### src/dma_pkg.sv
`default_nettype none

package dma_pkg;

  localparam int DATA_W       = 32;  // host data and register width
  localparam int ADDR_W       = 32;  // descriptor address
  localparam int LEN_W        = 32;  // descriptor length, bytes per transfer
  localparam int TAG_W        = 8;   // output descriptor tag
  localparam int CNT_W        = 32;  // transfer, pass and bundle loops
  localparam int BUNDLE_WORDS = 8;   // words per record, last one is padding
  localparam int REG_SPACE    = 16;  // bundle table starts at this host address

  typedef enum logic [3:0] {
    REG_START        = 4'd0,
    REG_DONE_READ0   = 4'd1,   // host has drained bank 0
    REG_DONE_READ1   = 4'd2,
    REG_DONE_WRITE0  = 4'd3,   // output DMA has filled bank 0
    REG_DONE_WRITE1  = 4'd4,
    REG_OCM_BASE0    = 4'd5,
    REG_OCM_BASE1    = 4'd6,
    REG_WEIGHTS_BASE = 4'd7,
    REG_BUNDLE_DONE  = 4'd8,   // host lets the pixel side start the next bundle
    REG_N_BUNDLES    = 4'd9,
    REG_W_DONE       = 4'd10,  // debug, weight side idle
    REG_X_DONE       = 4'd11,  // debug, pixel side idle
    REG_O_DONE       = 4'd12   // debug, output side drained
  } reg_addr_e;

  // members run from the top word down, so x_base sits in word 0
  typedef struct packed {
    logic [CNT_W-1:0]  max_t;     // word 6
    logic [CNT_W-1:0]  max_p;     // word 5
    logic [LEN_W-1:0]  w_bpt;     // word 4
    logic [LEN_W-1:0]  w_bpt_p0;  // word 3
    logic [LEN_W-1:0]  x_bpt;     // word 2
    logic [LEN_W-1:0]  x_bpt_p0;  // word 1
    logic [ADDR_W-1:0] x_base;    // word 0
  } bundle_t;

  typedef struct packed {
    logic [ADDR_W-1:0] addr;
    logic [LEN_W-1:0]  len;
  } desc_t;

  typedef struct packed {
    desc_t             desc;
    logic [TAG_W-1:0]  tag;  // bank index
  } out_desc_t;

  typedef struct packed {
    logic [TAG_W-1:0] tag;    // bank the DMA just finished
    logic [3:0]       error;  // zero means good
    logic             valid;
  } os_status_t;

  typedef struct packed {
    logic             valid;
    logic             ready;
    logic             last;
    logic [LEN_W-1:0] bpt;  // size of the packet being streamed
  } eng_stream_t;

  typedef enum logic [1:0] {
    W_IDLE,
    W_WAIT_RAM,
    W_EXEC
  } w_state_e;

  typedef enum logic [1:0] {
    X_IDLE,
    X_WAIT_RAM,
    X_WAIT_BUNDLE,
    X_EXEC
  } x_state_e;

endpackage

`default_nettype wire

### src/bundle_ram.sv
`timescale 1ns/100ps
`default_nettype none

module bundle_ram #(
  parameter  int BUNDLE_DEPTH = 16,
  localparam int IDX_W        = $clog2(BUNDLE_DEPTH)
) (
  input  logic                       clk,
  input  logic                       rstn,
  input  logic                       i_wr_en,
  input  logic [dma_pkg::ADDR_W-1:0] i_wr_addr,
  input  logic [dma_pkg::DATA_W-1:0] i_wr_data,
  input  logic                       i_w_req,
  input  logic [IDX_W-1:0]           i_w_idx,
  input  logic                       i_x_req,
  input  logic [IDX_W-1:0]           i_x_idx,
  output dma_pkg::bundle_t           o_bundle,
  output logic                       o_w_valid,
  output logic                       o_x_valid
);
  import dma_pkg::*;

  localparam int WORD_W    = $clog2(BUNDLE_WORDS);
  localparam int REC_WORDS = $bits(bundle_t) / DATA_W;  // padding word never read

  logic [DATA_W-1:0] mem [BUNDLE_DEPTH][BUNDLE_WORDS];
  logic [ADDR_W-1:0] tbl_addr;  // word offset into the table
  logic              tbl_wr;
  logic [IDX_W-1:0]  rd_idx;

  assign tbl_wr   = i_wr_en && (i_wr_addr >= ADDR_W'(REG_SPACE));
  assign tbl_addr = i_wr_addr - ADDR_W'(REG_SPACE);
  assign rd_idx   = i_x_req ? i_x_idx : i_w_idx;  // pixel side wins

  always_ff @(posedge clk) begin
    if (tbl_wr) begin
      mem[tbl_addr[WORD_W +: IDX_W]][tbl_addr[WORD_W-1:0]] <= i_wr_data;
    end
    if (i_x_req || i_w_req) begin
      for (int k = 0; k < REC_WORDS; k++) begin
        o_bundle[k*DATA_W +: DATA_W] <= mem[rd_idx][k];  // whole record in one read
      end
    end
  end

  always_ff @(posedge clk) begin
    if (!rstn) begin
      o_x_valid <= 1'b0;
      o_w_valid <= 1'b0;
    end else begin
      o_x_valid <= i_x_req;
      o_w_valid <= i_w_req && !i_x_req;  // loser keeps requesting
    end
  end

  // a weight request that loses to the pixel side comes back next cycle
  a_w_retry: assert property (@(posedge clk) disable iff (!rstn)
    i_w_req && i_x_req |=> i_w_req);

endmodule

`default_nettype wire

### config.mk
export PLATFORM = sky130hd
export DESIGN_NAME = bundle_ram
export DESIGN_NICKNAME = d
export VERILOG_FILES = /design/src/dma_pkg.sv /design/src/bundle_ram.sv
export SDC_FILE = /design/constraint.sdc
export NUM_CORES = 2
export LEC_CHECK = 0
export BUFFER_PORTS_ARGS = -buffer_cell sky130_fd_sc_hd__buf_2
export CORE_ASPECT_RATIO = 1.5
export CORE_MARGIN = 4
export CORE_UTILIZATION = 42
export DETAILED_ROUTE_END_ITERATION = 8
export PLACE_DENSITY = 0.68
export SYNTH_ARGS = -nofsm -noshare
export SYNTH_HDL_FRONTEND = slang
export SYNTH_SLANG_ARGS = --single-unit
### constraint.sdc
create_clock -name clk -period 6.2 [get_ports clk]
set_clock_uncertainty 0.15 [all_clocks]
set_input_delay 0.62 -clock clk [delete_from_list [all_inputs] [get_ports clk]]
set_output_delay 0.62 -clock clk [all_outputs]
set_load 0.01 [all_outputs]
# Yosys cells after proc, flatten, opt, wreduce, memory -nomap -nowiden
# Memories as Yosys holds them, arrays and structs flattened. A register that Yosys moved wholly into a read port is not among the register bits.
# Index checks and enable logic that the tools add are counted.
# op_classes
n_eq_ne	0
n_shift	0
n_addsub	1
n_mux	5
magnitude_cmp	3
multipliers	0
div_mod_pow	0
bitwise	1
n_reduce_logical	5
# ops
cell	count
2-to-1 mux 256 bit	1
demux 32 bit (select 3 bit)	1
>= comparator 32 x 5 -> 1 bit (second input constant)	1
2-to-1 mux 32 bit	1
subtractor 7 x 5 -> 7 bit (second input constant)	1
>= comparator 4 bit (second input constant)	1
< comparator 4 x 1 -> 1 bit (second input constant)	1
2-to-1 mux 4 bit	1
inverter 3 -> 4 bit	1
logical AND 1 bit	3
logical NOT 1 bit	1
logical OR 1 bit	1
2-to-1 mux 1 bit	1
# totals
latchBits	0
register_bits	2
memories	1
romBits	0
mem_bits_rw	4096
in_bits	77
# mem_list
memory	depth	word_bits	read_ports	rd_clocked_by_memory_dff	wr	line	text
mem	16	256	1	1	1	bundle_ram.sv:26	logic [DATA_W-1:0] mem [BUNDLE_DEPTH][BUNDLE_WORDS];

# Longest topological paths before layout
# logic_depth
depth_word	7
depth_mapped	11
mapped_depth_nobuf	8

# Worst setup path after synthesis
# No wires, ideal clock.
# synth_timing
path_type	input to register
start	in i_x_req
end	reg, netlist name o_bundle[0]
setup_ps	492
cell_stages	7
required_ps	5558
path_slack_ps	1126
arrival_time_ps	4433
n_path_buf	6
cell_sequence	buf_6 -> buf_6 -> buf_4 -> buf_2 -> buf_1 -> buf_2 -> or2_2
# synth_between
elab_chain_len	1
word_cells_on_any_way	2
cone_classes	mux: 1; reduce/logical: 1
# synth_lines
item	line	text
start, declared	bundle_ram.sv:15	input logic i_x_req,
2-to-1 mux 4 bit / logical OR 1 bit (equally long branches)	bundle_ram.sv:33, bundle_ram.sv:39	
# Parallel ways exist; a longest one is shown, timed or not.
# A chain may end at the register's enable or synchronous reset.

# Worst setup path in the final report
# layout_timing
start	in i_x_req
end	reg, netlist name o_bundle[150]
# layout_between
elab_chain_len	1
word_cells_on_any_way	2
cone_classes	mux: 1; reduce/logical: 1
# layout_lines
item	line
2-to-1 mux 4 bit / logical OR 1 bit (equally long branches)	bundle_ram.sv:33, bundle_ram.sv:39
# Parallel ways exist; a longest one is shown, timed or not.

==> impl_results.md <==
* Status: finished with violations
* Violated checks: capacitance limit
* Worst-path cell chain: buf_12, buf_12, buf_12, a211oi_1, a21oi_1, a21oi_1, o311ai_0, nand2_1, a311oi_1
* Layout cells sized above 1 at 12.69%
* First-pass GRT wire length at 830800 µm
* Gr usage total at 29.29%
* Number of global-route vias before repair at 110500
* Gate Count Post-Synth at 11850
* Top FF cell, synth: edfxtp_1
* Max clock buf depth at 4
* Crit path top cell by count: buf_12
* Fin Hold WS at 0.05081 ns
* Crit path launch type: input port
* Fin util at 47.58%
* Met2 wire len at 272000 µm
* WL met1 at 196800 µm
* CP max-delay cell: a311oi_1
* Slew headroom at 0.3389%
* Root buffer cell: clkbuf_16
* R2R cell count at 6
* Measured slew at the worst slew-check pin at 1.491 ns
* # clock sinks at 3810
* Buffers plus inverters on the worst setup path at 3
* TNS Setup at 0 ns
* DRC viols at 0
* P&R area growth vs syn at 12.63%
* Via Count at 116300
* Crit path DAT at 4.45 ns
* Final Hold Fails at 0
* HP Class: in2reg
* RSZ-0062 raised after global routing: no
* Synth area leader: edfxtp_1
* Worst R2R Start: mem[5][118]
* Yosys warns at 0
* Syn nets at 11930
* Pre-Repair DR Iteration Count at 8
* R2r setup slk at 3.41 ns
* Initial antenna violation count at 80
* WS Path Type: in2reg
* Area of the multi-input gates at 42300 µm²
* Commonest non-fill, non-tap cell in the layout: edfxtp_1
* Max-slew violation count at 0
* Die height at 765.0 µm
* Fin crit period at 4.030 ns
* Grt ovf at 0
* Register bit count reported by yosys at 3810
* CP Data Required Time at 6.62 ns
* Row count at 277
* Final nets at 11940
* CTS Buf Count at 337
* Post-Place Worst Slack at 1.556 ns
* Area contributors post-synth: edfxtp_1 71%, a211oi_1 5.8%, a21oi_1 4.7%, nand2_1 3.5%, nand3_1 1.7%
* Commonest non-fill, non-tap cells in the layout: 3808 x edfxtp_1, 1511 x nand2_1, 1510 x a21oi_1, 1233 x a211oi_1, 548 x nand3_1
* Pwr Density at 313.9 nW/µm²
* H-tree levels at 5
* Crit path depth at 9
* Met3 routed wirelength at 76060 µm
* Maxcap violations at 1
* CP endpoint kind: register
* Clock slew at reported path FFs at 0.07 ns
* Post-CTS setup buffer count at 0
* Netlist Area Pre-Place at 160500 µm²
* Yosys cell types at 53
* Final setup viols at 0
* Async S/R FF share, synth at 0%
* Static Leakage at 56.67 nW
* Top delay family on crit path: compound AO/OA/AOI/OAI gates
* CTS tree: done
* Gpl congestion at 0.8937
* Die X at 512.7 µm
* Vias per cell at 6.738
* CTS resizes at 0
* End point of the critical path: o_bundle[150]
* Routed wire length per instance at 34.49 µm
* Worst flop-to-flop path endpoint: o_bundle[150]
* Drt initial violations at 18180
* Core ar. at 379900 µm²
* Initial Util at 42.24%
* Post-route cell area at 180700 µm²
* Worst path max stage delay at 0.77 ns
* Achievable Freq at 248.1 MHz
* Period utilization at 65.00%
* Hold Path Depth at 1
* Register area share after synthesis at 71.29%
* Register area at 114400 µm²
* Uppermost layer routed: met5
* Total Die Area at 392200 µm²
* EDFF count, synth at 3808
* Syn_area_per_cell at 13.54 µm²
* ANT nets after route at 0
* Critical Path Fanout Max at 155
* Worst Setup SP: i_x_req
* Filler cell count at 32530
* Worst skew pair latency at 0.94 ns
* Final Worst Setup Slack at 2.170 ns
* Io pins at 303
* IO Port Bufs at 302
* Worst VDD drop at 0.2380 mV
* Area share of the largest cell type after synthesis at 71.27%
* Pin count of the biggest net entering global routing at 188
* Post-Route WL at 595500 µm
* HPWL after DPL at 355200 µm
* Area post-placement at 169300 µm²
## synth_stat cells (all sizes together), types with 7 or more instances
master	number
a2111oi	10
a211o	20
a211oi	1233
a21o	156
a21oi	1510
a221o	29
a221oi	128
a22oi	34
a311o	19
a311oi	203
a31oi	178
a32oi	60
and3	30
buf	548
clkbuf	554
edfxtp	3808
inv	7
mux2i	63
mux4	101
nand2	1518
nand3	556
nand4	32
nor2	200
nor2b	24
nor3	262
nor4	58
o2111a	29
o211ai	40
o21a	11
o21ai	262
o22ai	54
o311ai	47
o31a	36
or3	11
## worst reg2reg max path, stage by stage (launching register included)
cell and delay [ns]:
edfxtp_1 0.36, a21oi_1 0.07, a21oi_1 0.24, a21oi_1 0.06, o311ai_0 0.67, nand2_1 0.11, a311oi_1 0.77
## per-layer routing
metal / global-route usage [%] / vias to the layer above
li1: - / 47150
met5: 0 / -
met4: 20.62 / 52
met2: 46.03 / 9319
met3: 7.520 / 2064
met1: 35.34 / 57760
## state kept, by name, indices dropped and copies added (netlist names)
register and cells:
o_bundle 224, o_x_valid 1, mem 3584, o_w_valid 1
## repair_timing
item                                   in CTS  in global routing
setup endpoints to repair                   0                  0
endpoints found under the hold margin     102                  0
hold buffers                                5                  0
## metrics by stage
| step | cells | total power, mW |
|---|---|---|
| floorplan | 11850 | 32.23 |
| global placement | 16540 | 35.40 |
| detailed placement | 16540 | 35.45 |
| CTS | 17150 | 56.63 |
| global route | 17230 | 58.02 |
| finish | 17270 | 56.73 |
## where the power goes
group / leakage [nW] / switching, mW / internal, mW
logic: 16.8 / 4.26 / 1.51
clock network: 5.36 / 9.80 / 11.9
registers: 34.5 / 0.520 / 28.8
total: 56.7 / 14.6 / 42.1
## how the worst min path moves through the flow
stage | startpoint | to | slack [ns]
6_report | i_wr_data[2] | mem[8][66] | 0.05
3_5_place_dp | mem[2][243] | o_bundle[19] | 0.49
3_3_place_gp | mem[2][243] | o_bundle[19] | 0.47
5_1_grt | i_wr_data[2] | mem[10][66] | 0.03
2_1_floorplan | mem[2][243] | o_bundle[19] | 0.40
4_1_cts | i_wr_data[21] | mem[14][117] | 0.01
## cell type report
| cell class | instances | area share (%) |
|---|---|---|
| repair buffers | 777 | 3.516 |
| multi-input cells | 6929 | 23.40 |
| clock buffers | 391 | 4.861 |
| flip-flops and latches | 3810 | 63.30 |
| clock inverters | 218 | 1.252 |
| inverters | 7 | 0.03531 |
| well taps | 5022 | 3.477 |
| diodes | 112 | 0.1551 |
## logic make-up (layout without fill, tap and decap cells)
group	after synthesis	after routing	share of synthesized area, %
adders and majority gates	2	2	0.01559
xor gates and xnor gates	2	2	0.01092
DFF	3810	3810	71.29
buffers and inverters	1109	1393	3.030
muxes	167	167	1.850
AOI/OAI and AO/OA	4060	4060	16.59
other	0	112	0
and+or+nand+nor	2698	2698	7.214
No activity file was read; power rests on OpenSTA's default activity.
