===== config.mk =====
export PLATFORM = sky130hd
export DESIGN_NAME = pixel_desc_gen
export DESIGN_NICKNAME = d
export VERILOG_FILES = /design/src/dma_pkg.sv /design/src/dma_counter.sv /design/src/pixel_desc_gen.sv
export SDC_FILE = /design/constraint.sdc
export NUM_CORES = 1
export LEC_CHECK = 0
export BUFFER_PORTS_ARGS = -buffer_cell sky130_fd_sc_hd__buf_2
export CAP_MARGIN = 0
export CORE_ASPECT_RATIO = 0.75
export CORE_UTILIZATION = 40
export CTS_CLUSTER_DIAMETER = 30
export DETAILED_ROUTE_END_ITERATION = 6
export PLACE_DENSITY = 0.75
export SETUP_SLACK_MARGIN = 0.2
export SKIP_CTS_REPAIR_TIMING = 1
export SYNTH_ARGS = -nofsm -noshare
export SYNTH_HDL_FRONTEND = slang
export SYNTH_SLANG_ARGS = --single-unit

===== constraint.sdc =====
create_clock -name clk -period 4.2 [get_ports clk]
set_input_delay 0.84 -clock clk [delete_from_list [all_inputs] [get_ports clk]]
set_output_delay 0.84 -clock clk [all_outputs]
set_load 0.01 [all_outputs]

===== src/dma_pkg.sv =====
`default_nettype none

package dma_pkg;

  localparam int DATA_W       = 32;  // host data and register width
  localparam int ADDR_W       = 32;  // descriptor address
  localparam int LEN_W        = 32;  // descriptor length, bytes per transfer
  localparam int TAG_W        = 8;   // output descriptor tag
  localparam int CNT_W        = 32;  // transfer, pass and bundle loops
  localparam int BUNDLE_WORDS = 8;   // words per record, last one is padding
  localparam int REG_SPACE    = 16;  // bundle table starts at this host address

  typedef enum logic [3:0] {
    REG_START        = 4'd0,
    REG_DONE_READ0   = 4'd1,   // host has drained bank 0
    REG_DONE_READ1   = 4'd2,
    REG_DONE_WRITE0  = 4'd3,   // output DMA has filled bank 0
    REG_DONE_WRITE1  = 4'd4,
    REG_OCM_BASE0    = 4'd5,
    REG_OCM_BASE1    = 4'd6,
    REG_WEIGHTS_BASE = 4'd7,
    REG_BUNDLE_DONE  = 4'd8,   // host lets the pixel side start the next bundle
    REG_N_BUNDLES    = 4'd9,
    REG_W_DONE       = 4'd10,  // debug, weight side idle
    REG_X_DONE       = 4'd11,  // debug, pixel side idle
    REG_O_DONE       = 4'd12   // debug, output side drained
  } reg_addr_e;

  // members run from the top word down, so x_base sits in word 0
  typedef struct packed {
    logic [CNT_W-1:0]  max_t;     // word 6
    logic [CNT_W-1:0]  max_p;     // word 5
    logic [LEN_W-1:0]  w_bpt;     // word 4
    logic [LEN_W-1:0]  w_bpt_p0;  // word 3
    logic [LEN_W-1:0]  x_bpt;     // word 2
    logic [LEN_W-1:0]  x_bpt_p0;  // word 1
    logic [ADDR_W-1:0] x_base;    // word 0
  } bundle_t;

  typedef struct packed {
    logic [ADDR_W-1:0] addr;
    logic [LEN_W-1:0]  len;
  } desc_t;

  typedef struct packed {
    desc_t             desc;
    logic [TAG_W-1:0]  tag;  // bank index
  } out_desc_t;

  typedef struct packed {
    logic [TAG_W-1:0] tag;    // bank the DMA just finished
    logic [3:0]       error;  // zero means good
    logic             valid;
  } os_status_t;

  typedef struct packed {
    logic             valid;
    logic             ready;
    logic             last;
    logic [LEN_W-1:0] bpt;  // size of the packet being streamed
  } eng_stream_t;

  typedef enum logic [1:0] {
    W_IDLE,
    W_WAIT_RAM,
    W_EXEC
  } w_state_e;

  typedef enum logic [1:0] {
    X_IDLE,
    X_WAIT_RAM,
    X_WAIT_BUNDLE,
    X_EXEC
  } x_state_e;

endpackage

`default_nettype wire


===== src/dma_counter.sv =====
`timescale 1ns/100ps
`default_nettype none

module dma_counter (
  input  logic                      clk,
  input  logic                      rstn,
  input  logic                      i_load,
  input  logic                      i_en,
  input  logic [dma_pkg::CNT_W-1:0] i_max,
  output logic [dma_pkg::CNT_W-1:0] o_count,
  output logic                      o_first,
  output logic                      o_last,
  output logic                      o_last_clk
);
  import dma_pkg::*;

  logic [CNT_W-1:0] max_q;  // reload value kept for wrap around

  always_ff @(posedge clk) begin
    if (!rstn) begin
      o_count <= '0;
      max_q   <= '0;
    end else if (i_load) begin
      o_count <= i_max;
      max_q   <= i_max;
    end else if (i_en) begin
      o_count <= o_last ? max_q : o_count - CNT_W'(1);  // wrap so the loop can rerun
    end
  end

  assign o_last     = (o_count == '0);
  assign o_first    = (o_count == max_q);
  assign o_last_clk = o_last && i_en;  // end of loop, steps the next counter

endmodule

`default_nettype wire


===== src/pixel_desc_gen.sv =====
`timescale 1ns/100ps
`default_nettype none

module pixel_desc_gen #(
  parameter  int BUNDLE_DEPTH = 16,
  localparam int IDX_W        = $clog2(BUNDLE_DEPTH)
) (
  input  logic                      clk,
  input  logic                      rstn,
  input  logic                      i_start,
  input  logic [dma_pkg::CNT_W-1:0] i_n_bundles,
  input  dma_pkg::bundle_t          i_bundle,
  input  logic                      i_valid,
  input  logic                      i_bundle_done,
  output logic                      o_bundle_taken,
  output logic                      o_req,
  output logic [IDX_W-1:0]          o_idx,
  output dma_pkg::desc_t            o_desc,
  output logic                      o_valid,
  input  logic                      i_ready,
  output logic                      o_idle
);
  import dma_pkg::*;

  x_state_e         state, state_nxt;
  logic             fire, lc_t, lc_p, lc_b, first_p;
  logic [CNT_W-1:0] b_count;
  logic [LEN_W-1:0] bpt_p0, bpt;

  always_comb begin
    state_nxt = state;
    unique case (state)
      X_IDLE:        if (i_start) state_nxt = X_WAIT_RAM;
      X_WAIT_RAM:    if (i_valid) state_nxt = X_WAIT_BUNDLE;
      X_WAIT_BUNDLE: if (i_bundle_done) state_nxt = X_EXEC;  // host released the bundle
      X_EXEC:        if (lc_b) state_nxt = X_IDLE;
                     else if (lc_p) state_nxt = X_WAIT_RAM;
      default:       state_nxt = X_IDLE;
    endcase
  end

  always_ff @(posedge clk) begin
    if (!rstn) begin
      state       <= X_IDLE;
      o_desc.addr <= '0;
    end else begin
      state <= state_nxt;
      if (i_valid) begin
        o_desc.addr <= i_bundle.x_base;  // each bundle has its own base
      end else if (lc_t) begin
        o_desc.addr <= o_desc.addr + ADDR_W'(o_desc.len);  // step once per pass
      end
    end
  end

  always_ff @(posedge clk) begin
    if (i_valid) begin
      bpt_p0 <= i_bundle.x_bpt_p0;
      bpt    <= i_bundle.x_bpt;
    end
  end

  assign o_req          = (state == X_WAIT_RAM) && !i_valid;
  assign o_idx          = IDX_W'(i_n_bundles - CNT_W'(1) - b_count);
  assign o_bundle_taken = (state == X_WAIT_BUNDLE) && i_bundle_done;  // clears the flag
  assign o_desc.len     = first_p ? bpt_p0 : bpt;
  assign o_valid        = (state == X_EXEC);
  assign o_idle         = (state == X_IDLE);
  assign fire           = o_valid && i_ready;

  dma_counter u_cnt_t (
    .clk(clk), .rstn(rstn), .i_load(i_valid), .i_en(fire),
    .i_max(i_bundle.max_t - CNT_W'(1)),
    .o_count(), .o_first(), .o_last(), .o_last_clk(lc_t)
  );

  dma_counter u_cnt_p (
    .clk(clk), .rstn(rstn), .i_load(i_valid), .i_en(lc_t),
    .i_max(i_bundle.max_p - CNT_W'(1)),
    .o_count(), .o_first(first_p), .o_last(), .o_last_clk(lc_p)
  );

  dma_counter u_cnt_b (
    .clk(clk), .rstn(rstn), .i_load(i_start), .i_en(lc_p),
    .i_max(i_n_bundles - CNT_W'(1)),
    .o_count(b_count), .o_first(), .o_last(), .o_last_clk(lc_b)
  );

  a_x_hold: assert property (@(posedge clk) disable iff (!rstn)
    o_valid && !i_ready |=> o_valid && $stable(o_desc));

endmodule

`default_nettype wire


== Word level (Yosys, flattened, before mapping) ==
Index checks and enable logic that the tools add are counted.

* Reduce and logical (&&, ||, !) cells: 15
* Multiplexer cells: 18
* Add/sub/neg operators: 8
* Equal/unequal tests: 8

{| class="wikitable"
|+ Operators with widths
! kind !! count
|-
| $mux W32 || 12
|-
| $sub A32 B1 Y32 const B || 6
|-
| $logic_not A32 Y1 || 3
|-
| $add A32 B32 Y32 || 1
|-
| $eq A32 B32 Y1 || 1
|-
| $mux W2 || 5
|-
| $pmux W2 S4 || 1
|-
| $logic_and A1 B1 Y1 || 6
|-
| $ne A2 B2 Y1 const B || 3
|-
| $reduce_bool A2 Y1 || 3
|-
| $eq A2 B2 Y1 const B || 2
|-
| $reduce_and A4 Y1 || 1
|-
| $sub A4 B4 Y4 || 1
|-
| $ne A3 B1 Y1 const B || 1
|-
| $eq A2 B1 Y1 const B || 1
|-
| $logic_not A2 Y1 || 1
|-
| $logic_not A1 Y1 || 1
|}

* Word-level logic and storage cells: 59
* Bits of input ports: 262
* Register bits after elaboration: 290

== Depth between registers and ports, before layout ==
* Depth after elaboration: 7
* Mapped depth: 19
* Depth with buffers taken out: 17

== Cells and area by module ==
A second synthesis with hierarchy kept.

* Cell total of the unflattened synthesis: 2,237
* Area, all modules: 19,169.6 um^2

{| class="wikitable"
|+ Modules (own cells, without submodules)
! module !! cells an instance !! times used !! area each (um^2) !! sequential area each (um^2)
|-
| dma_counter || 476 || 3 || 3,965.1 || 1,281.2
|-
| pixel_desc_gen || 809 || 1 || 7,274.5 || 2,602.5
|}

== Least setup slack after synthesis ==
No wires, ideal clock.

* Kind: register to register
* From: register u_cnt_p.o_count[3] in the netlist's numbering
* To: register o_desc[58] in the netlist's numbering
* Path buffers: 2
* Arrival time: 4.143 ns
* Slack: -0.076 ns
* Stages on the path, launching flop included: 20
* Data required time: 4.067 ns
* Cells stage by stage: dfxtp_1 -> clkbuf_1 -> xnor2_1 -> nand4_1 -> nor4_1 -> nand2_1 -> buf_1 -> mux2_2 -> ha_1 -> inv_1 -> fa_1 -> nor2b_1 -> o2111ai_1 -> a2111oi_0 -> or2_2 -> a211oi_1 -> nor2b_1 -> o2111ai_1 -> a2111oi_0 -> nor3_1

{| class="wikitable"
|+ RTL lines
! what !! line !! text
|-
| from (decl) || dma_counter.sv:10 || <nowiki>output logic [dma_pkg::CNT_W-1:0] o_count,</nowiki>
|-
| from (signal assigned) || dma_counter.sv:24 || <nowiki>o_count <= i_max;</nowiki>
|-
| from (signal assigned) || dma_counter.sv:27 || <nowiki>o_count <= o_last ? max_q : o_count - CNT_W'(1);</nowiki>
|-
| to (decl) || pixel_desc_gen.sv:18 || <nowiki>output dma_pkg::desc_t o_desc,</nowiki>
|}

== Final worst setup path ==
* From: register u_cnt_p.max_q[25]
* To: register o_desc[58] in the netlist's numbering

* Word-level cells in the longest chain between the ends: 5

{| class="wikitable"
|+ RTL lines
! what !! line !! text
|-
| from (decl) || dma_counter.sv:17 || <nowiki>logic [CNT_W-1:0] max_q;</nowiki>
|-
| from (signal assigned) || dma_counter.sv:25 || <nowiki>max_q <= i_max;</nowiki>
|-
| $eq A32 B32 Y1 || dma_counter.sv:32 || <nowiki>assign o_first = (o_count == max_q);</nowiki>
|-
| $mux W32 || pixel_desc_gen.sv:66 || <nowiki>assign o_desc.len = first_p ? bpt_p0 : bpt;</nowiki>
|-
| $add A32 B32 Y32 || pixel_desc_gen.sv:51 || <nowiki>o_desc.addr <= o_desc.addr + ADDR_W'(o_desc.len);</nowiki>
|-
| $mux W32 || pixel_desc_gen.sv:50 || <nowiki>end else if (lc_t) begin</nowiki>
|-
| $mux W32 || pixel_desc_gen.sv:48 || <nowiki>if (i_valid) begin</nowiki>
|}

No other way between the ends. The select of a mux whose other input is x is not followed.
A chain may end at the register's enable or synchronous reset.

==> reports/qor_table.md <==
| Parameter | Value | Unit |
|---|---|---|
| Max Buffers Root-to-Sink | 3 | - |
| Worst setup margin | -0.06107 | ns |
| Final-stage net count | 2,734 | - |
| Yosys warnings | 0 | - |
| Clk pin slew, worst setup/hold paths | 0.05 | ns |
| Die area | 42,330 | um^2 |
| Vias in the first global route | 16,640 | - |
| Worst setup slack before clock tree synthesis | -0.4486 | ns |
| Fraction of final layout cells sized beyond drive strength 1 | 28.09 | % |
| Max Freq | 234.7 | MHz |
| Die width | 237.2 | um |
| Post-route antenna net violation count | 0 | - |
| FF-to-FF Start | u_cnt_p.max_q[25]$_SDFFE_PN0P_ | - |
| Signal arrival time at the worst endpoint | 4.69 | ns |
| Register-to-register setup slack | -0.06 | ns |
| Post-Layout Inst Area | 22,660 | um^2 |
| Half-perimeter wire length after detailed placement | 37,090 | um |
| Hold crit path type | in2reg | - |
| Critical path endpoint category | flop | - |
| Proportion of synthesized chip area in sequential cells | 38.83 | % |
| Share of async-settable or async-resettable flops after synthesis | 0 | % |
| Post-Synthesis Net Count | 2,328 | - |
| Residual DRC | 0 | - |
| Series of cell instances along the critical path | xnor2_1 > buf_4 > nand4_1 > nor4_2 > nand2_4 > buf_8 > buf_12 > mux2_4 > ha_4 > nor2b_4 > o2111ai_4 > a2111oi_4 > or2_4 > a211oi_4 > nor2b_4 > o2111ai_4 > a2111oi_2 > nor3_1 | - |
| Die boundary height | 178.4 | um |
| Area of combinational cells with multiple inputs | 10,210 | um^2 |
| Most frequent cells in the layout | nor2_1 (292), buf_2 (268), dfxtp_1 (225), a21oi_1 (187), nand2_1 (178) | - |
| Number of antenna violations at the first check in global routing | 8 | - |
| Number of optimization iterations in the first detailed-route pass | 5 | - |
| Total GRT Usage | 24.42 | % |
| Starting utilization of the core area | 40.65 | % |
| Measured slew at the worst slew-check pin | 0.8886 | ns |
| Average wire per standard cell | 18.27 | um |
| Worst Path Required | 4.63 | ns |
| Worst Reg-to-Reg Cells | 18 | - |
| Critical path depth in cells | 18 | - |
| FF-to-FF End | o_desc[58]$_SDFFE_PN0P_ | - |
| Post-synthesis register bit count | 290 | - |
| Number of buffers added by the clock tree synthesis step | 67 | - |
| Worst-case clock skew | 0.03029 | ns |
| Count of filler cells inserted in the layout | 3,528 | - |
| Final number of max-transition violations | 0 | - |
| Failing checks | negative setup slack | - |
| Result of the run | complete, but fails checks | - |
| Placed cell area | 19,470 | um^2 |
| Shortest period the worst path allows | 4.261 | ns |
| Clock insertion delay at the later pin of the skew report | 0.57 | ns |
| Final hold violation count | 0 | - |
| Placement Rows | 64 | - |
| Total grt overflow | 0 | - |
| Clock tree from TritonCTS | built | - |
| Largest net degree at the start of global routing | 130 | - |
| Violation count after the first detailed-route iteration | 1,609 | - |
| Critical-path top delay cell | a2111oi_4 | - |
| Max-cap violations | 0 | - |
| Worst Setup Start Kind | flop | - |
| Area taken by flip-flops and latches | 6447 | um^2 |
| Per-instance average area after synthesis | 8.226 | um^2 |
| Start-to-end type of the worst setup path | reg2reg | - |
| Clk root buf | clkbuf_16 | - |
| Number of flops mapped to enable cells by yosys | 64 | - |
| Via density per instance | 5.752 | - |
| I/O Pins | 334 | - |
| Crit path buffers/inverters | 3 | - |
| Final setup viols | 3 | - |
| Largest incremental delay on the critical path | 0.44 | ns |
| Dominant register cell in the synthesized netlist | dfxtp_1 | - |
| Wire length after detailed routing | 55,080 | um |
| Worst Min Path Start | i_bundle[82] | - |
| Cell area after synthesis | 16,600 | um^2 |
| Total core area | 40,840 | um^2 |
| Part of the cycle the worst path needs | 101.5 | % |
| Largest delay share family, worst path | simple AND/OR/NAND/NOR gates | - |
| H-tree level count | 3 | - |
| Most common cell after layout, fill and taps aside | nor2_1 | - |
| Number of buffers inserted by port buffering | 269 | - |
| Biggest fanout along the worst timing path | 10 | - |
| Worst slew margin | 40.76 | % |
| Wire length of the first global-routing pass | 83,790 | um |
| Number of cells on the worst hold path | 1 | - |
| Number of unique standard cell types used by synthesis | 77 | - |
| PwrDens | 458.6 | nW/um^2 |
| WHS Endpoint | bpt[18]$_DFFE_PP_ | - |
| Synthesized netlist cell count | 2,018 | - |
| Worst IR Drop VDD | 0.0003546 | V |
| Total clock sinks | 290 | - |
| Placer Congestion | 0.9266 | - |
| Unrepaired setup endpoints after global routing | true | - |
| Layout overhead on the synthesized area | 36.49 | % |
| Total number of vias | 17,340 | - |
| Leakage Power | 0.009193 | uW |
cell usage after synthesis, drive strengths merged, types with 18 or more instances:
cell,number,share of area [%]
a211oi,31,1.4
a21oi,198,6.0
a31oi,32,1.2
clkbuf,88,2.0
dfxtp,226,27
edfxtp,64,12
ha,46,3.5
inv,46,1.0
mux2,36,2.4
nand2,179,4.0
nand2b,18,0.72
nand3,24,0.72
nor2,293,6.6
nor3,73,2.2
nor4,34,1.4
o211ai,19,0.86
o21a,45,2.0
o21ai,124,3.7
o22ai,18,0.68
or3,33,1.3
or4,18,0.86
xnor2,85,4.5
xor2,61,3.2
routing by layer:
layer	vias to the layer above	track usage [%]	wire [um]
li1	8158	-	-
met1	8271	31.27	23030
met2	759	39.52	26080
met3	153	5.045	4057
met4	0	11.37	1907
met5	-	0	0
registers in the layout, indices dropped and copies added, names as in the netlist:
| signal | cells |
|---|---|
| u_cnt_p.o_count | 32 |
| bpt_p0 | 32 |
| bpt | 32 |
| o_desc | 32 |
| state | 2 |
| u_cnt_b.max_q | 32 |
| u_cnt_t.max_q | 32 |
| u_cnt_p.max_q | 32 |
| u_cnt_t.o_count | 32 |
| u_cnt_b.o_count | 32 |
how the worst max path moves through the flow:
stage                                          start                      end  slack [ns]
CTS                 u_cnt_p.o_count[26]$_SDFFE_PN0P_  o_desc[58]$_SDFFE_PN0P_       -0.57
global route           u_cnt_p.max_q[8]$_SDFFE_PN0P_  o_desc[58]$_SDFFE_PN0P_       -0.30
finish                u_cnt_p.max_q[25]$_SDFFE_PN0P_  o_desc[58]$_SDFFE_PN0P_       -0.06
global placement    u_cnt_p.o_count[26]$_SDFFE_PN0P_  o_desc[58]$_SDFFE_PN0P_       -0.41
floorplan            u_cnt_p.o_count[3]$_SDFFE_PN0P_  o_desc[58]$_SDFFE_PN0P_        0.18
detailed placement  u_cnt_p.o_count[26]$_SDFFE_PN0P_  o_desc[58]$_SDFFE_PN0P_       -0.45
stage by stage:
step           hold WS (ns)  util (%)  std cells  total power [uW]  setup TNS (ns)
2_1_floorplan        0.4225         -       2018              4115               0
3_3_place_gp         0.4306     47.69       2871              4663          -3.420
3_5_place_dp         0.4409     47.69       2871              4724          -3.929
4_1_cts              0.4172     53.60       2994             10300          -5.233
5_1_grt              0.4223     55.47       3014             10780          -1.767
6_report             0.4477     55.48       3015             10390        -0.09603
cells by family (layout without fill, tap and decap cells):
group | count (synthesis) | in the layout | share of synthesized area [%]
compound gates | 593 | 593 | 22.27
xor+xnor | 146 | 146 | 7.703
simple gates | 748 | 748 | 21.14
buf+inv | 148 | 608 | 3.362
mux | 45 | 45 | 2.985
flops | 290 | 290 | 38.83
fa+ha+maj | 48 | 48 | 3.708
other cells | 0 | 9 | 0
final cells by class:
class,instances,share of cell area (%)
flip-flops and latches,290,28.46
clock buffers,88,8.516
inverters,46,0.7676
multi-input cells,1580,45.08
repair buffers,439,12.02
well taps,528,2.916
diodes,9,0.09940
clock inverters,35,2.148
report_power, final:
| group | switching, uW | leakage, uW | internal (uW) | total [uW] |
|---|---|---|---|---|
| clock network | 1680 | 0.00118 | 3850 | 5530 |
| logic | 906 | 0.00551 | 734 | 1640 |
| registers | 148 | 0.00250 | 3070 | 3220 |
| total | 2740 | 0.00919 | 7660 | 10400 |
Power figures use the tool's default switching activity.
