===== src/dma_pkg.sv =====
`default_nettype none

package dma_pkg;

  localparam int DATA_W       = 32;  // host data and register width
  localparam int ADDR_W       = 32;  // descriptor address
  localparam int LEN_W        = 32;  // descriptor length, bytes per transfer
  localparam int TAG_W        = 8;   // output descriptor tag
  localparam int CNT_W        = 32;  // transfer, pass and bundle loops
  localparam int BUNDLE_WORDS = 8;   // words per record, last one is padding
  localparam int REG_SPACE    = 16;  // bundle table starts at this host address

  typedef enum logic [3:0] {
    REG_START        = 4'd0,
    REG_DONE_READ0   = 4'd1,   // host has drained bank 0
    REG_DONE_READ1   = 4'd2,
    REG_DONE_WRITE0  = 4'd3,   // output DMA has filled bank 0
    REG_DONE_WRITE1  = 4'd4,
    REG_OCM_BASE0    = 4'd5,
    REG_OCM_BASE1    = 4'd6,
    REG_WEIGHTS_BASE = 4'd7,
    REG_BUNDLE_DONE  = 4'd8,   // host lets the pixel side start the next bundle
    REG_N_BUNDLES    = 4'd9,
    REG_W_DONE       = 4'd10,  // debug, weight side idle
    REG_X_DONE       = 4'd11,  // debug, pixel side idle
    REG_O_DONE       = 4'd12   // debug, output side drained
  } reg_addr_e;

  // members run from the top word down, so x_base sits in word 0
  typedef struct packed {
    logic [CNT_W-1:0]  max_t;     // word 6
    logic [CNT_W-1:0]  max_p;     // word 5
    logic [LEN_W-1:0]  w_bpt;     // word 4
    logic [LEN_W-1:0]  w_bpt_p0;  // word 3
    logic [LEN_W-1:0]  x_bpt;     // word 2
    logic [LEN_W-1:0]  x_bpt_p0;  // word 1
    logic [ADDR_W-1:0] x_base;    // word 0
  } bundle_t;

  typedef struct packed {
    logic [ADDR_W-1:0] addr;
    logic [LEN_W-1:0]  len;
  } desc_t;

  typedef struct packed {
    desc_t             desc;
    logic [TAG_W-1:0]  tag;  // bank index
  } out_desc_t;

  typedef struct packed {
    logic [TAG_W-1:0] tag;    // bank the DMA just finished
    logic [3:0]       error;  // zero means good
    logic             valid;
  } os_status_t;

  typedef struct packed {
    logic             valid;
    logic             ready;
    logic             last;
    logic [LEN_W-1:0] bpt;  // size of the packet being streamed
  } eng_stream_t;

  typedef enum logic [1:0] {
    W_IDLE,
    W_WAIT_RAM,
    W_EXEC
  } w_state_e;

  typedef enum logic [1:0] {
    X_IDLE,
    X_WAIT_RAM,
    X_WAIT_BUNDLE,
    X_EXEC
  } x_state_e;

endpackage

`default_nettype wire


===== src/out_desc_gen.sv =====
`timescale 1ns/100ps
`default_nettype none

module out_desc_gen (
  input  logic                            clk,
  input  logic                            rstn,
  input  dma_pkg::eng_stream_t            i_eng,
  input  logic [1:0]                      i_done_read,
  input  logic [1:0][dma_pkg::ADDR_W-1:0] i_ocm_base,
  output dma_pkg::out_desc_t              o_desc,
  output logic                            o_valid,
  input  logic                            i_ready,
  output logic                            o_bank_take,
  output logic                            o_bank_idx,
  output logic                            o_pkt_open
);
  import dma_pkg::*;

  logic bank;      // bank the DMA is writing now
  logic bank_nxt;
  logic got_last;  // stream bpt belongs to a new packet
  logic take;

  assign bank_nxt = ~bank;
  assign take     = i_ready && i_eng.valid && got_last && i_done_read[bank_nxt];

  always_ff @(posedge clk) begin
    if (!rstn) begin
      bank     <= 1'b1;  // first issue lands in bank 0
      got_last <= 1'b1;
      o_valid  <= 1'b0;
    end else begin
      if (i_eng.valid && i_eng.ready && i_eng.last) begin
        got_last <= 1'b1;
      end
      if (take) begin
        bank     <= bank_nxt;
        got_last <= 1'b0;
        o_valid  <= 1'b1;
      end else if (o_valid && i_ready) begin
        o_valid  <= 1'b0;
      end
    end
  end

  always_ff @(posedge clk) begin
    if (take) begin  // payload latched with the decision
      o_desc.desc.addr <= i_ocm_base[bank_nxt];
      o_desc.desc.len  <= i_eng.bpt;
      o_desc.tag       <= TAG_W'(bank_nxt);
    end
  end

  assign o_bank_take = take;
  assign o_bank_idx  = bank_nxt;
  assign o_pkt_open  = !got_last;

endmodule

`default_nettype wire


===== config.mk =====
export PLATFORM = sky130hd
export DESIGN_NAME = out_desc_gen
export DESIGN_NICKNAME = d
export VERILOG_FILES = /design/src/dma_pkg.sv /design/src/out_desc_gen.sv
export SDC_FILE = /design/constraint.sdc
export NUM_CORES = 1
export LEC_CHECK = 0
export BUFFER_PORTS_ARGS = -buffer_cell sky130_fd_sc_hd__buf_2
export CORE_ASPECT_RATIO = 1.25
export CORE_MARGIN = 5
export CORE_UTILIZATION = 45
export CTS_CLUSTER_SIZE = 25
export DETAILED_ROUTE_END_ITERATION = 16
export PLACE_DENSITY = 0.84
export SLEW_MARGIN = 5
export SYNTH_ARGS = -nofsm -noshare
export SYNTH_HDL_FRONTEND = slang
export SYNTH_SLANG_ARGS = --single-unit
export TNS_END_PERCENT = 1

===== constraint.sdc =====
create_clock -name clk -period 6.85 [get_ports clk]
set_input_delay 1.37 -clock clk [delete_from_list [all_inputs] [get_ports clk]]
set_output_delay 1.37 -clock clk [all_outputs]
set_load 0.1 [all_outputs]

# Word level (Yosys, flattened, before mapping)
# Index checks and enable logic that the tools add are counted.
# word_totals
elab_cells	25
reg_bits	68
output_inout_bits	76
inputBits	104
# classes
n_mux	8
bitwise_logic	1
magnitude_cmp	1
n_reduce_logical	9
# ops
operator	count
32-bit two-way mux	2
1-bit logical AND	6
1-bit two-way mux	6
2-bit nonzero test	2
1-bit by 2-bit less-than comparator with 1-bit output (second input constant)	1
1-bit logical NOT	1
1-bit inverter	1

# Depth between registers and ports, before layout
# Gate-level depths: netlist of run 1.
# depth
word_depth	5
mapped_depth	4
mapped_depth_nobuf	2

# Least setup slack after synthesis of run 1
# OpenSTA, ideal clock, no wires.
# synth_timing
kind	input to output
start	input i_ready
end	output o_bank_take
path_buffers	0
required_ps	5480
arrival_time_ps	5414
slack_ps	66
stages	2
cell_sequence	nand3_1 nor2_1
# synth_via
elab_chain_cells	3
# synth_lines
item	line	text
start: declaration	out_desc_gen.sv:12	input logic i_ready,
1-bit logical AND (3 in a row)	out_desc_gen.sv:25	assign take = i_ready && i_eng.valid && got_last && i_done_read[bank_nxt];
end: declaration	out_desc_gen.sv:13	output logic o_bank_take,
# Every way passes these cells.

# Final worst setup path of run 1
# layout_timing
start	input i_eng[34] in the netlist's numbering
end	output o_bank_take
# layout_via
elab_chain_cells	3
# layout_lines
item	line	text
start: declaration	out_desc_gen.sv:7	input dma_pkg::eng_stream_t i_eng,
1-bit logical AND (3 in a row)	out_desc_gen.sv:25	
# Every way passes these cells.

==> impl_metrics.yaml, run 1 <==
timing:
  tns_ns: 0
  worstMarginPinSlew_ns: 1.06
  hold_viol_final: 0
  max-slew-margin-rel_pct: 29.2
  grt_setup_unrepaired: "no"
  fmax_mhz: 279
  drv_slew: 0
  finalCriticalPeriod_ns: 3.58
  fin_skew_ns: 0.00808
  timing.final.crit_share_pct: 52.3
  setup_violations: 0
  hold_ws_ns: 0.489
setup_path:
  r2r_cells: 3
  cp_slowest_stage_delay_ns: 0.45
  r2r_start: "bank"
  critPathMaxFanout: 4
  cp_common_cell: "buf_2"
  crit_arrival_ns: 2.21
  crit_family: "buffers and inverters"
  crit_buf_inv: 2
  end_kind: "primary output"
  startpoint: "i_eng[34]"
  cp_data_required_time_ns: 5.48
  path_cells: "buf_2 -> nand3_1 -> nor2_4 -> buf_2"
  cp_slowest_cell: "buf_2"
  critPathKind: "in2out"
  regToRegSetupSlack_ns: 4.38
  rr_endpoint: "o_desc[47]"
  worstSetupStartpointType: "input port"
cts:
  cts_tree: "yes"
  clk_pin_slew_worst_paths_ns: 0.07
  cts_resized: 0
  cts_setup_buffers: 0
  clock-root-buffer: "clkbuf_8"
  clk_path_buf_depth: 2
  postCtsHoldBufs: 0
  htreeDepth: 3
  cts.sinks: 68
  insertion_delay_ns: 0.35
  numCtsBuffers: 9
drt:
  first_pass_iters: 4
  vias_per_cell: 4.64
  ant_nets: 0
  wl_um: 6250
  drc: 0
  wl_met1_um: 2060
  routed.top_layer: "met5"
  avgRoutedWirePerCell_um: 16.4
  route.met3.wl_um: 580
  vias: 1765
  drtIter0Drc: 93
  wl_met2_um: 3450
power_and_ir_drop:
  ir_worst_vdd_uv: 149
  power.density_nw_per_um2: 261
  p_leak_nw: 1.74
synth:
  postSynthAreaPerCell_sq_um: 21.3
  synth_area_leaders: "edfxtp_1, mux2_4, buf_12, dfxtp_1, buf_4"
  yosysSeqAreaShare_pct: 74.3
  synth-seq-cells: 68
  syn_inst: 127
  ys_warn_count: 0
  syn_area_sq_um: 2710
  yosys.area.top_type: "edfxtp_1"
  synth_top_cell_area_share_pct: 72.1
  ys_types: 19
finish:
  final_common_cell: "buf_2"
  final_cell_mix: "buf_2, edfxtp_1, mux2_4"
  final_cell_area_sq_um: 3750
  syn2layout_area_growth_pct: 38.7
  nNetsFinal: 410
  drive_gt1_share_pct: 72.3
run_status:
  outcome: "complete, no violations"
floorplan:
  initial_core_util_pct: 46.5
  die_w_um: 79.4
  rows: 31
  dieArea_sq_um: 7680
  fp.dieH_um: 96.7
  fp.coreArea_sq_um: 5820
  ioPinCount: 180
grt:
  grt_pass1_vias: 1833
  grt_pass1_wl_um: 9350
  grt_util_all_layers_pct: 16.5
  antenna_found_initial: 5
  grt_max_degree: 66
  gr-total-overflow: 0
hold_path:
  hold_start: "o_valid"
  min_to: "o_valid"
  whs_path_depth: 2
  hold_path_class: "reg2reg"
place:
  place.gp.congestion: 0.705
  hpwl_um: 4910
  placed_cell_area_sq_um: 3570
  io_buffers: 172
flow_run:
  maxCapViolCount: 0
==> synth_stat cells <==
master	count
conb_1	1
buf_12	3
a2bb2oi_2	1
nand3_1	3
edfxtp_1	65
nor2_1	1
dfxtp_1	3
mux2_4	28
nor2b_1	1
nand4_1	2
buf_4	7
mux2_2	4
o21ai_1	1
inv_1	2
nand3b_1	1
and2b_1	1
buf_6	1
a2bb2oi_1	1
mux2i_2	1
==> tightest hold or removal path, cell delays in order, from the launching register on <==
cell and delay, ns:
dfxtp_1 0.32, nand3b_1 0.08, o21ai_1 0.05
==> metal layers <==
layer,GRT usage (%),vias to the layer above
met5,0,-
met1,16.1,815
met2,29.2,90
met3,5.86,16
met4,9.52,4
li1,-,840
==> cell families after synthesis <==
kind of cell,after synthesis,share of synthesized area (%)
AOI/OAI and AO/OA,3,1.06
buffers and inverters,13,4.85
DFF,68,74.3
muxes,33,17.7
other,1,0.138
and+or+nand+nor,9,1.94
==> sequential cells by signal (all words and copies together) (netlist names) <==
register / cells
o_desc: 65
bank: 1
got_last: 1
o_valid: 1
==> metrics by stage <==
step	utilization (%)	instances	worst slack [ns]	total power, mW
2_1_floorplan	-	133	0.0660	0.655
3_3_place_gp	61.3	361	3.28	0.692
3_5_place_dp	61.3	361	3.26	0.695
4_1_cts	64.4	377	3.21	0.990
5_1_grt	64.5	380	3.14	1.02
6_report	64.5	380	3.27	0.981
==> worst max-delay path by stage <==
| stage | endpoint | slack (ns) | depth (start not counted) |
|---|---|---|---|
| 3_3_place_gp | o_bank_take | 3.28 | 4 |
| 4_1_cts | o_bank_take | 3.21 | 3 |
| 2_1_floorplan | o_bank_take | 0.07 | 2 |
| 5_1_grt | o_bank_take | 3.14 | 3 |
| 3_5_place_dp | o_bank_take | 3.26 | 4 |
| 6_report | o_bank_take | 3.27 | 4 |
==> cell type report <==
type,count,area (sq um)
Antenna cell,3,7.51
Clock buffer,9,124
Clock inverter,7,57.6
Fill cell,435,2060
Inverter,2,7.51
Multi-Input combinational cell,52,594
Sequential cell,68,2010
Tap cell,66,82.6
Timing Repair Buffer,173,868
==> power breakdown <==
part	switching, mW	leakage, nW	internal [mW]
Combinational	0.146	1.04	0.0548
Sequential	0.00894	0.620	0.475
Clock	0.161	0.0829	0.135
Total	0.316	1.74	0.665
Power figures use the tool's default switching activity.
==> run 2, diff against run 1 <==
Settings changed: CORE_UTILIZATION 45 to 42, PLACE_DENSITY 0.84 to 0.79.
Clock period 6.85 ns to 3.46 ns, I/O delays scaled along.
==> run 2 against run 1 <==
Against the previous run:
- critical path type is now reg2out
- sequential share of layout area is 0.67 points lower
- final area grew 1.3%
- count of clock-buffer cells in the layout is the same
- critical endpoint is now o_bank_idx
- first-iteration DRC count is 45% lower
- critical path depth fell by 1
- largest cell class unchanged
- clock skew hardly changed
- via count is essentially flat
- worst setup slack worse by 2.1 ns
- die area grew 6.3%
- final cell count up 4.5%
==> impl_metrics.yaml, run 2 (synthesis gave the netlist of run 1 again) <==
power_and_ir_drop:
  switching_share_pct: 28.6
  ir_worst_vdd_uv: 313
  power_mw: 2.02
  combPwrFrac_pct: 20.3
  p_leak_nw: 1.77
  share_seq_of_total_power_pct: 46.9
  switchingPower_mw: 0.578
  intPower_mw: 1.44
  power.density_nw_per_um2: 532
  p_clk_share_pct: 32.8
cts:
  cts.sinks: 68
  cts_tree: "yes"
  clk_path_buf_depth: 2
  cts_setup_buffers: 0
  htreeDepth: 3
  clock-root-buffer: "clkbuf_8"
  clk_pin_slew_worst_paths_ns: 0.07
  postCtsHoldBufs: 0
  cts_resized: 0
  insertion_delay_ns: 0.33
  numCtsBuffers: 9
place:
  placed_cell_area_sq_um: 3600
  place.gp.congestion: 0.748
  io_buffers: 172
  hpwl_um: 5050
drt:
  avgRoutedWirePerCell_um: 15.8
  wl_um: 6290
  drc: 0
  ant_nets: 0
  vias: 1766
  vias_per_cell: 4.45
  first_pass_iters: 4
  drtIter0Drc: 51
setup_path:
  critPathMaxFanout: 35
  crit_arrival_ns: 1.63
  worstSetupStartpointType: "flop"
  cp_slowest_stage_delay_ns: 0.48
  cp_data_required_time_ns: 2.77
  crit_family: "buffers and inverters"
  path_cells: "buf_4 -> inv_1 -> buf_2"
  critPathKind: "reg2out"
  crit_buf_inv: 3
  end_kind: "primary output"
  cp_slowest_cell: "buf_4"
timing:
  timing.final.crit_share_pct: 67.2
  grt_setup_unrepaired: "no"
  fmax_mhz: 430
  hold_ws_ns: 0.503
  setup_violations: 0
  finalCriticalPeriod_ns: 2.33
  hold_viol_final: 0
  tns_ns: 0
  drv_slew: 0
  fin_skew_ns: 0.00810
  max-slew-margin-rel_pct: 47.9
  worstMarginPinSlew_ns: 0.781
finish:
  largest_reg_flops: 65
  final_cell_area_sq_um: 3800
  fill_cells: 469
  nNetsFinal: 411
  final_common_cell: "buf_2"
  diodes: 0
  syn2layout_area_growth_pct: 40.4
  drive_gt1_share_pct: 71.5
  final_cell_mix: "buf_2, edfxtp_1, mux2_4"
  regMostFlops: "o_desc"
grt:
  grt_pass1_wl_um: 9340
  grt_pass1_vias: 1980
  grt_util_all_layers_pct: 15.9
  antenna_found_initial: 0
  grt_max_degree: 66
  gr-total-overflow: 0
floorplan:
  dieArea_sq_um: 8160
  rows: 32
  fp.coreArea_sq_um: 6210
  ioPinCount: 180
  initial_core_util_pct: 43.6
  fp.dieH_um: 99.8
  die_w_um: 81.8
run_status:
  outcome: "complete, no violations"
flow_run:
  maxCapViolCount: 0
hold_path:
  hold_path_class: "reg2reg"
run 2: cell count changes in the layout (fill, tap and decap cells not counted), moves of 2 or more:
cell,previous run,this run
clkinv_1,0,3
clkinvlp_4,3,0
diode_2,3,0
inv_6,3,0
bufinv_16,0,2
clkinv_2,0,2
run 2: power by group through the flow:
stage	registers [mW]	logic, mW	clock network (mW)
2_1_floorplan	1.15	0.139	0
3_3_place_gp	0.965	0.407	0
3_5_place_dp	0.966	0.414	0
4_1_cts	0.949	0.414	0.684
5_1_grt	0.950	0.428	0.732
6_report	0.948	0.411	0.663
run 2: stage by stage:
step | std cells | utilization (%) | worst slack, ns
2_1_floorplan | 133 | - | 0.515
3_3_place_gp | 381 | 58.0 | 1.28
3_5_place_dp | 381 | 58.0 | 1.24
4_1_cts | 397 | 61.3 | 1.11
5_1_grt | 397 | 61.3 | 1.03
6_report | 397 | 61.3 | 1.13
run 2: area by class of cell:
type / count / area (sq um) / area share (%)
Clock inverter: 7 / 81.3 / 2.14
Inverter: 2 / 7.51 / 0.197
Clock buffer: 9 / 124 / 3.26
Multi-Input combinational cell: 52 / 594 / 15.6
Timing Repair Buffer: 174 / 876 / 23.0
Sequential cell: 68 / 2010 / 52.9
Tap cell: 85 / 106 / 2.80
run 2: layer usage:
metal / global-route usage, % / part of all wire, %
met3: 7.63 / 12
met2: 26.9 / 52
met5: 0 / 0
met1: 16.2 / 33
met4: 7.80 / 2.5
run 2: worst reg2reg max path, stage by stage, from the launching register on:
cell,delay [ns]
dfxtp_1,0.40
nand3_1,0.17
nor2_4,0.15
buf_4,0.63
run 2: worst paths after layout:
path / startpoint / end / slack (ns) / depth (start not counted)
setup reg to reg: got_last / o_desc[47] / 1.72 / 3
hold / removal: o_valid / o_valid / 0.50 / 2
setup / recovery: bank / o_bank_idx / 1.13 / 3
hold reg to reg: o_valid / o_valid / 0.50 / 2
==> run 3, diff against run 2 <==
Settings changed: CORE_UTILIZATION 42 to 38, PLACE_DENSITY 0.79 to 0.76.
Clock period 3.46 ns to 2 ns, I/O delays scaled along.
==> run 3 against run 2 <==
Against the previous run:
- sequential share of layout area fell by 0.57 points
- register-to-register slack worse by 1.1 ns
- die area rose by 9.3%
- sequential cell count did not move
- critical path type unchanged
==> impl_metrics.yaml, run 3 (synthesis gave the netlist of run 1 again) <==
power_and_ir_drop:
  p_leak_nw: 1.78
  power.density_nw_per_um2: 896
  power_mw: 3.44
  ir_worst_vdd_uv: 380
hold_path:
  min_to: "o_desc[8]"
  whs_path_depth: 1
  hold_start: "i_eng[0]"
  hold_path_class: "in2reg"
grt:
  antenna_found_initial: 0
  grt_pass1_vias: 1863
  grt_util_all_layers_pct: 14.1
  grt_max_degree: 45
  gr-total-overflow: 0
  grt_pass1_wl_um: 9470
place:
  dp.cells: 388
  place.gp.congestion: 0.710
  placed_cell_area_sq_um: 3650
  io_buffers: 172
cts:
  cts_setup_buffers: 0
  numCtsBuffers: 9
  postCtsHoldBufs: 0
  clk_path_buf_depth: 2
  htreeDepth: 3
  cts_tree: "yes"
  clock-root-buffer: "clkbuf_8"
  cts_resized: 0
  clk_pin_slew_worst_paths_ns: 0.08
  insertion_delay_ns: 0.33
  cts.sinks: 68
finish:
  fin_cells: 404
  ff_latch_area_sq_um: 2010
  regMostFlops: "o_desc"
  fin_util_pct: 55.1
  multiInputGateArea_sq_um: 594
  syn2layout_area_growth_pct: 42.0
  drive_gt1_share_pct: 72.3
  nNetsFinal: 413
  final_cell_mix: "buf_2, edfxtp_1, mux2_4"
  fill_cells: 587
  largest_reg_flops: 65
  final_cell_area_sq_um: 3840
  diodes: 0
  final_common_cell: "buf_2"
floorplan:
  die_w_um: 85.5
  rows: 34
  ioPinCount: 180
  dieArea_sq_um: 8920
  fp.dieH_um: 104
  initial_core_util_pct: 38.8
  fp.coreArea_sq_um: 6980
timing:
  grt_setup_unrepaired: "no"
  fmax_mhz: 566
  timing.final.crit_share_pct: 88.3
  drv_slew: 0
  fin_skew_ns: 0.00678
  hold_viol_final: 0
  finalCriticalPeriod_ns: 1.77
  worstMarginPinSlew_ns: 0.516
  setup_violations: 0
  max-slew-margin-rel_pct: 65.8
drt:
  wl_um: 6360
  avgRoutedWirePerCell_um: 15.7
  drc: 0
  drtIter0Drc: 74
  vias_per_cell: 4.39
  first_pass_iters: 4
  ant_nets: 0
  vias: 1772
setup_path:
  path_cells: "buf_4 -> inv_1 -> buf_2"
  cp_slowest_stage_delay_ns: 0.43
  rr_endpoint: "o_desc[70]"
  cp_data_required_time_ns: 1.60
  end_kind: "primary output"
  regToRegSetupSlack_ns: 0.60
  r2r_start: "bank"
  critPathKind: "reg2out"
  worstSetupPathDepth: 3
  crit_arrival_ns: 1.37
  cp_slowest_cell: "buf_2"
  r2r_cells: 2
  critPathMaxFanout: 10
  worstSetupStartpointType: "flop"
  crit_buf_inv: 3
  crit_family: "buffers and inverters"
run_status:
  outcome: "complete, no violations"
flow_run:
  maxCapViolCount: 0
==> run 3: cell types whose count changed in the layout (fill, tap and decap cells not counted) <==
cell,before,now
buf_12,0,2
clkinv_1,3,1
clkinv_4,0,2
inv_6,0,2
buf_2,172,171
buf_4,2,3
bufinv_16,2,1
clkinv_2,2,1
==> run 3: area by class of cell <==
| cell class | count | share of cell area, % |
|---|---|---|
| multi-input combinational | 52 | 15.5 |
| clock buffer | 9 | 3.22 |
| sequential | 68 | 52.4 |
| timing repair buffer | 176 | 23.9 |
| inverter | 2 | 0.195 |
| clock inverter | 7 | 1.92 |
| tap | 90 | 2.93 |
==> run 3: how the worst max path moves through the flow <==
| stage | startpoint | endpoint | slack, ns |
|---|---|---|---|
| finish | bank | o_bank_idx | 0.23 |
| global route | got_last | o_bank_take | 0.18 |
| CTS | bank | o_bank_idx | 0.21 |
| detailed placement | i_eng[34] | o_desc[21] | 0.48 |
| global placement | i_eng[34] | o_desc[9] | 0.51 |
| floorplan | bank | o_desc[0] | -0.44 |
==> run 3: power by group <==
| group | internal [mW] | switching, mW | total, mW |
|---|---|---|---|
| Combinational | 0.195 | 0.522 | 0.717 |
| Clock | 0.582 | 0.506 | 1.09 |
| Sequential | 1.63 | 0.0137 | 1.64 |
| Total | 2.40 | 1.04 | 3.44 |
==> run 3: per-layer routing <==
layer / vias up / global-route usage [%] / part of all wire [%]
li1: 844 / - / -
met1: 809 / 13.9 / 33
met2: 109 / 25.8 / 55
met3: 10 / 5.71 / 10
met4: 0 / 5.43 / 1.6
met5: - / 0 / 0
==> run 3: metrics by stage <==
step | hold slack [ns] | setup TNS, ns | setup slack [ns]
after floorplan | 0.485 | -28.83 | -0.437
after global placement | 0.483 | 0 | 0.513
after detailed placement | 0.505 | 0 | 0.480
after CTS | 0.218 | 0 | 0.210
after global routing | 0.202 | 0 | 0.178
final | 0.242 | 0 | 0.233
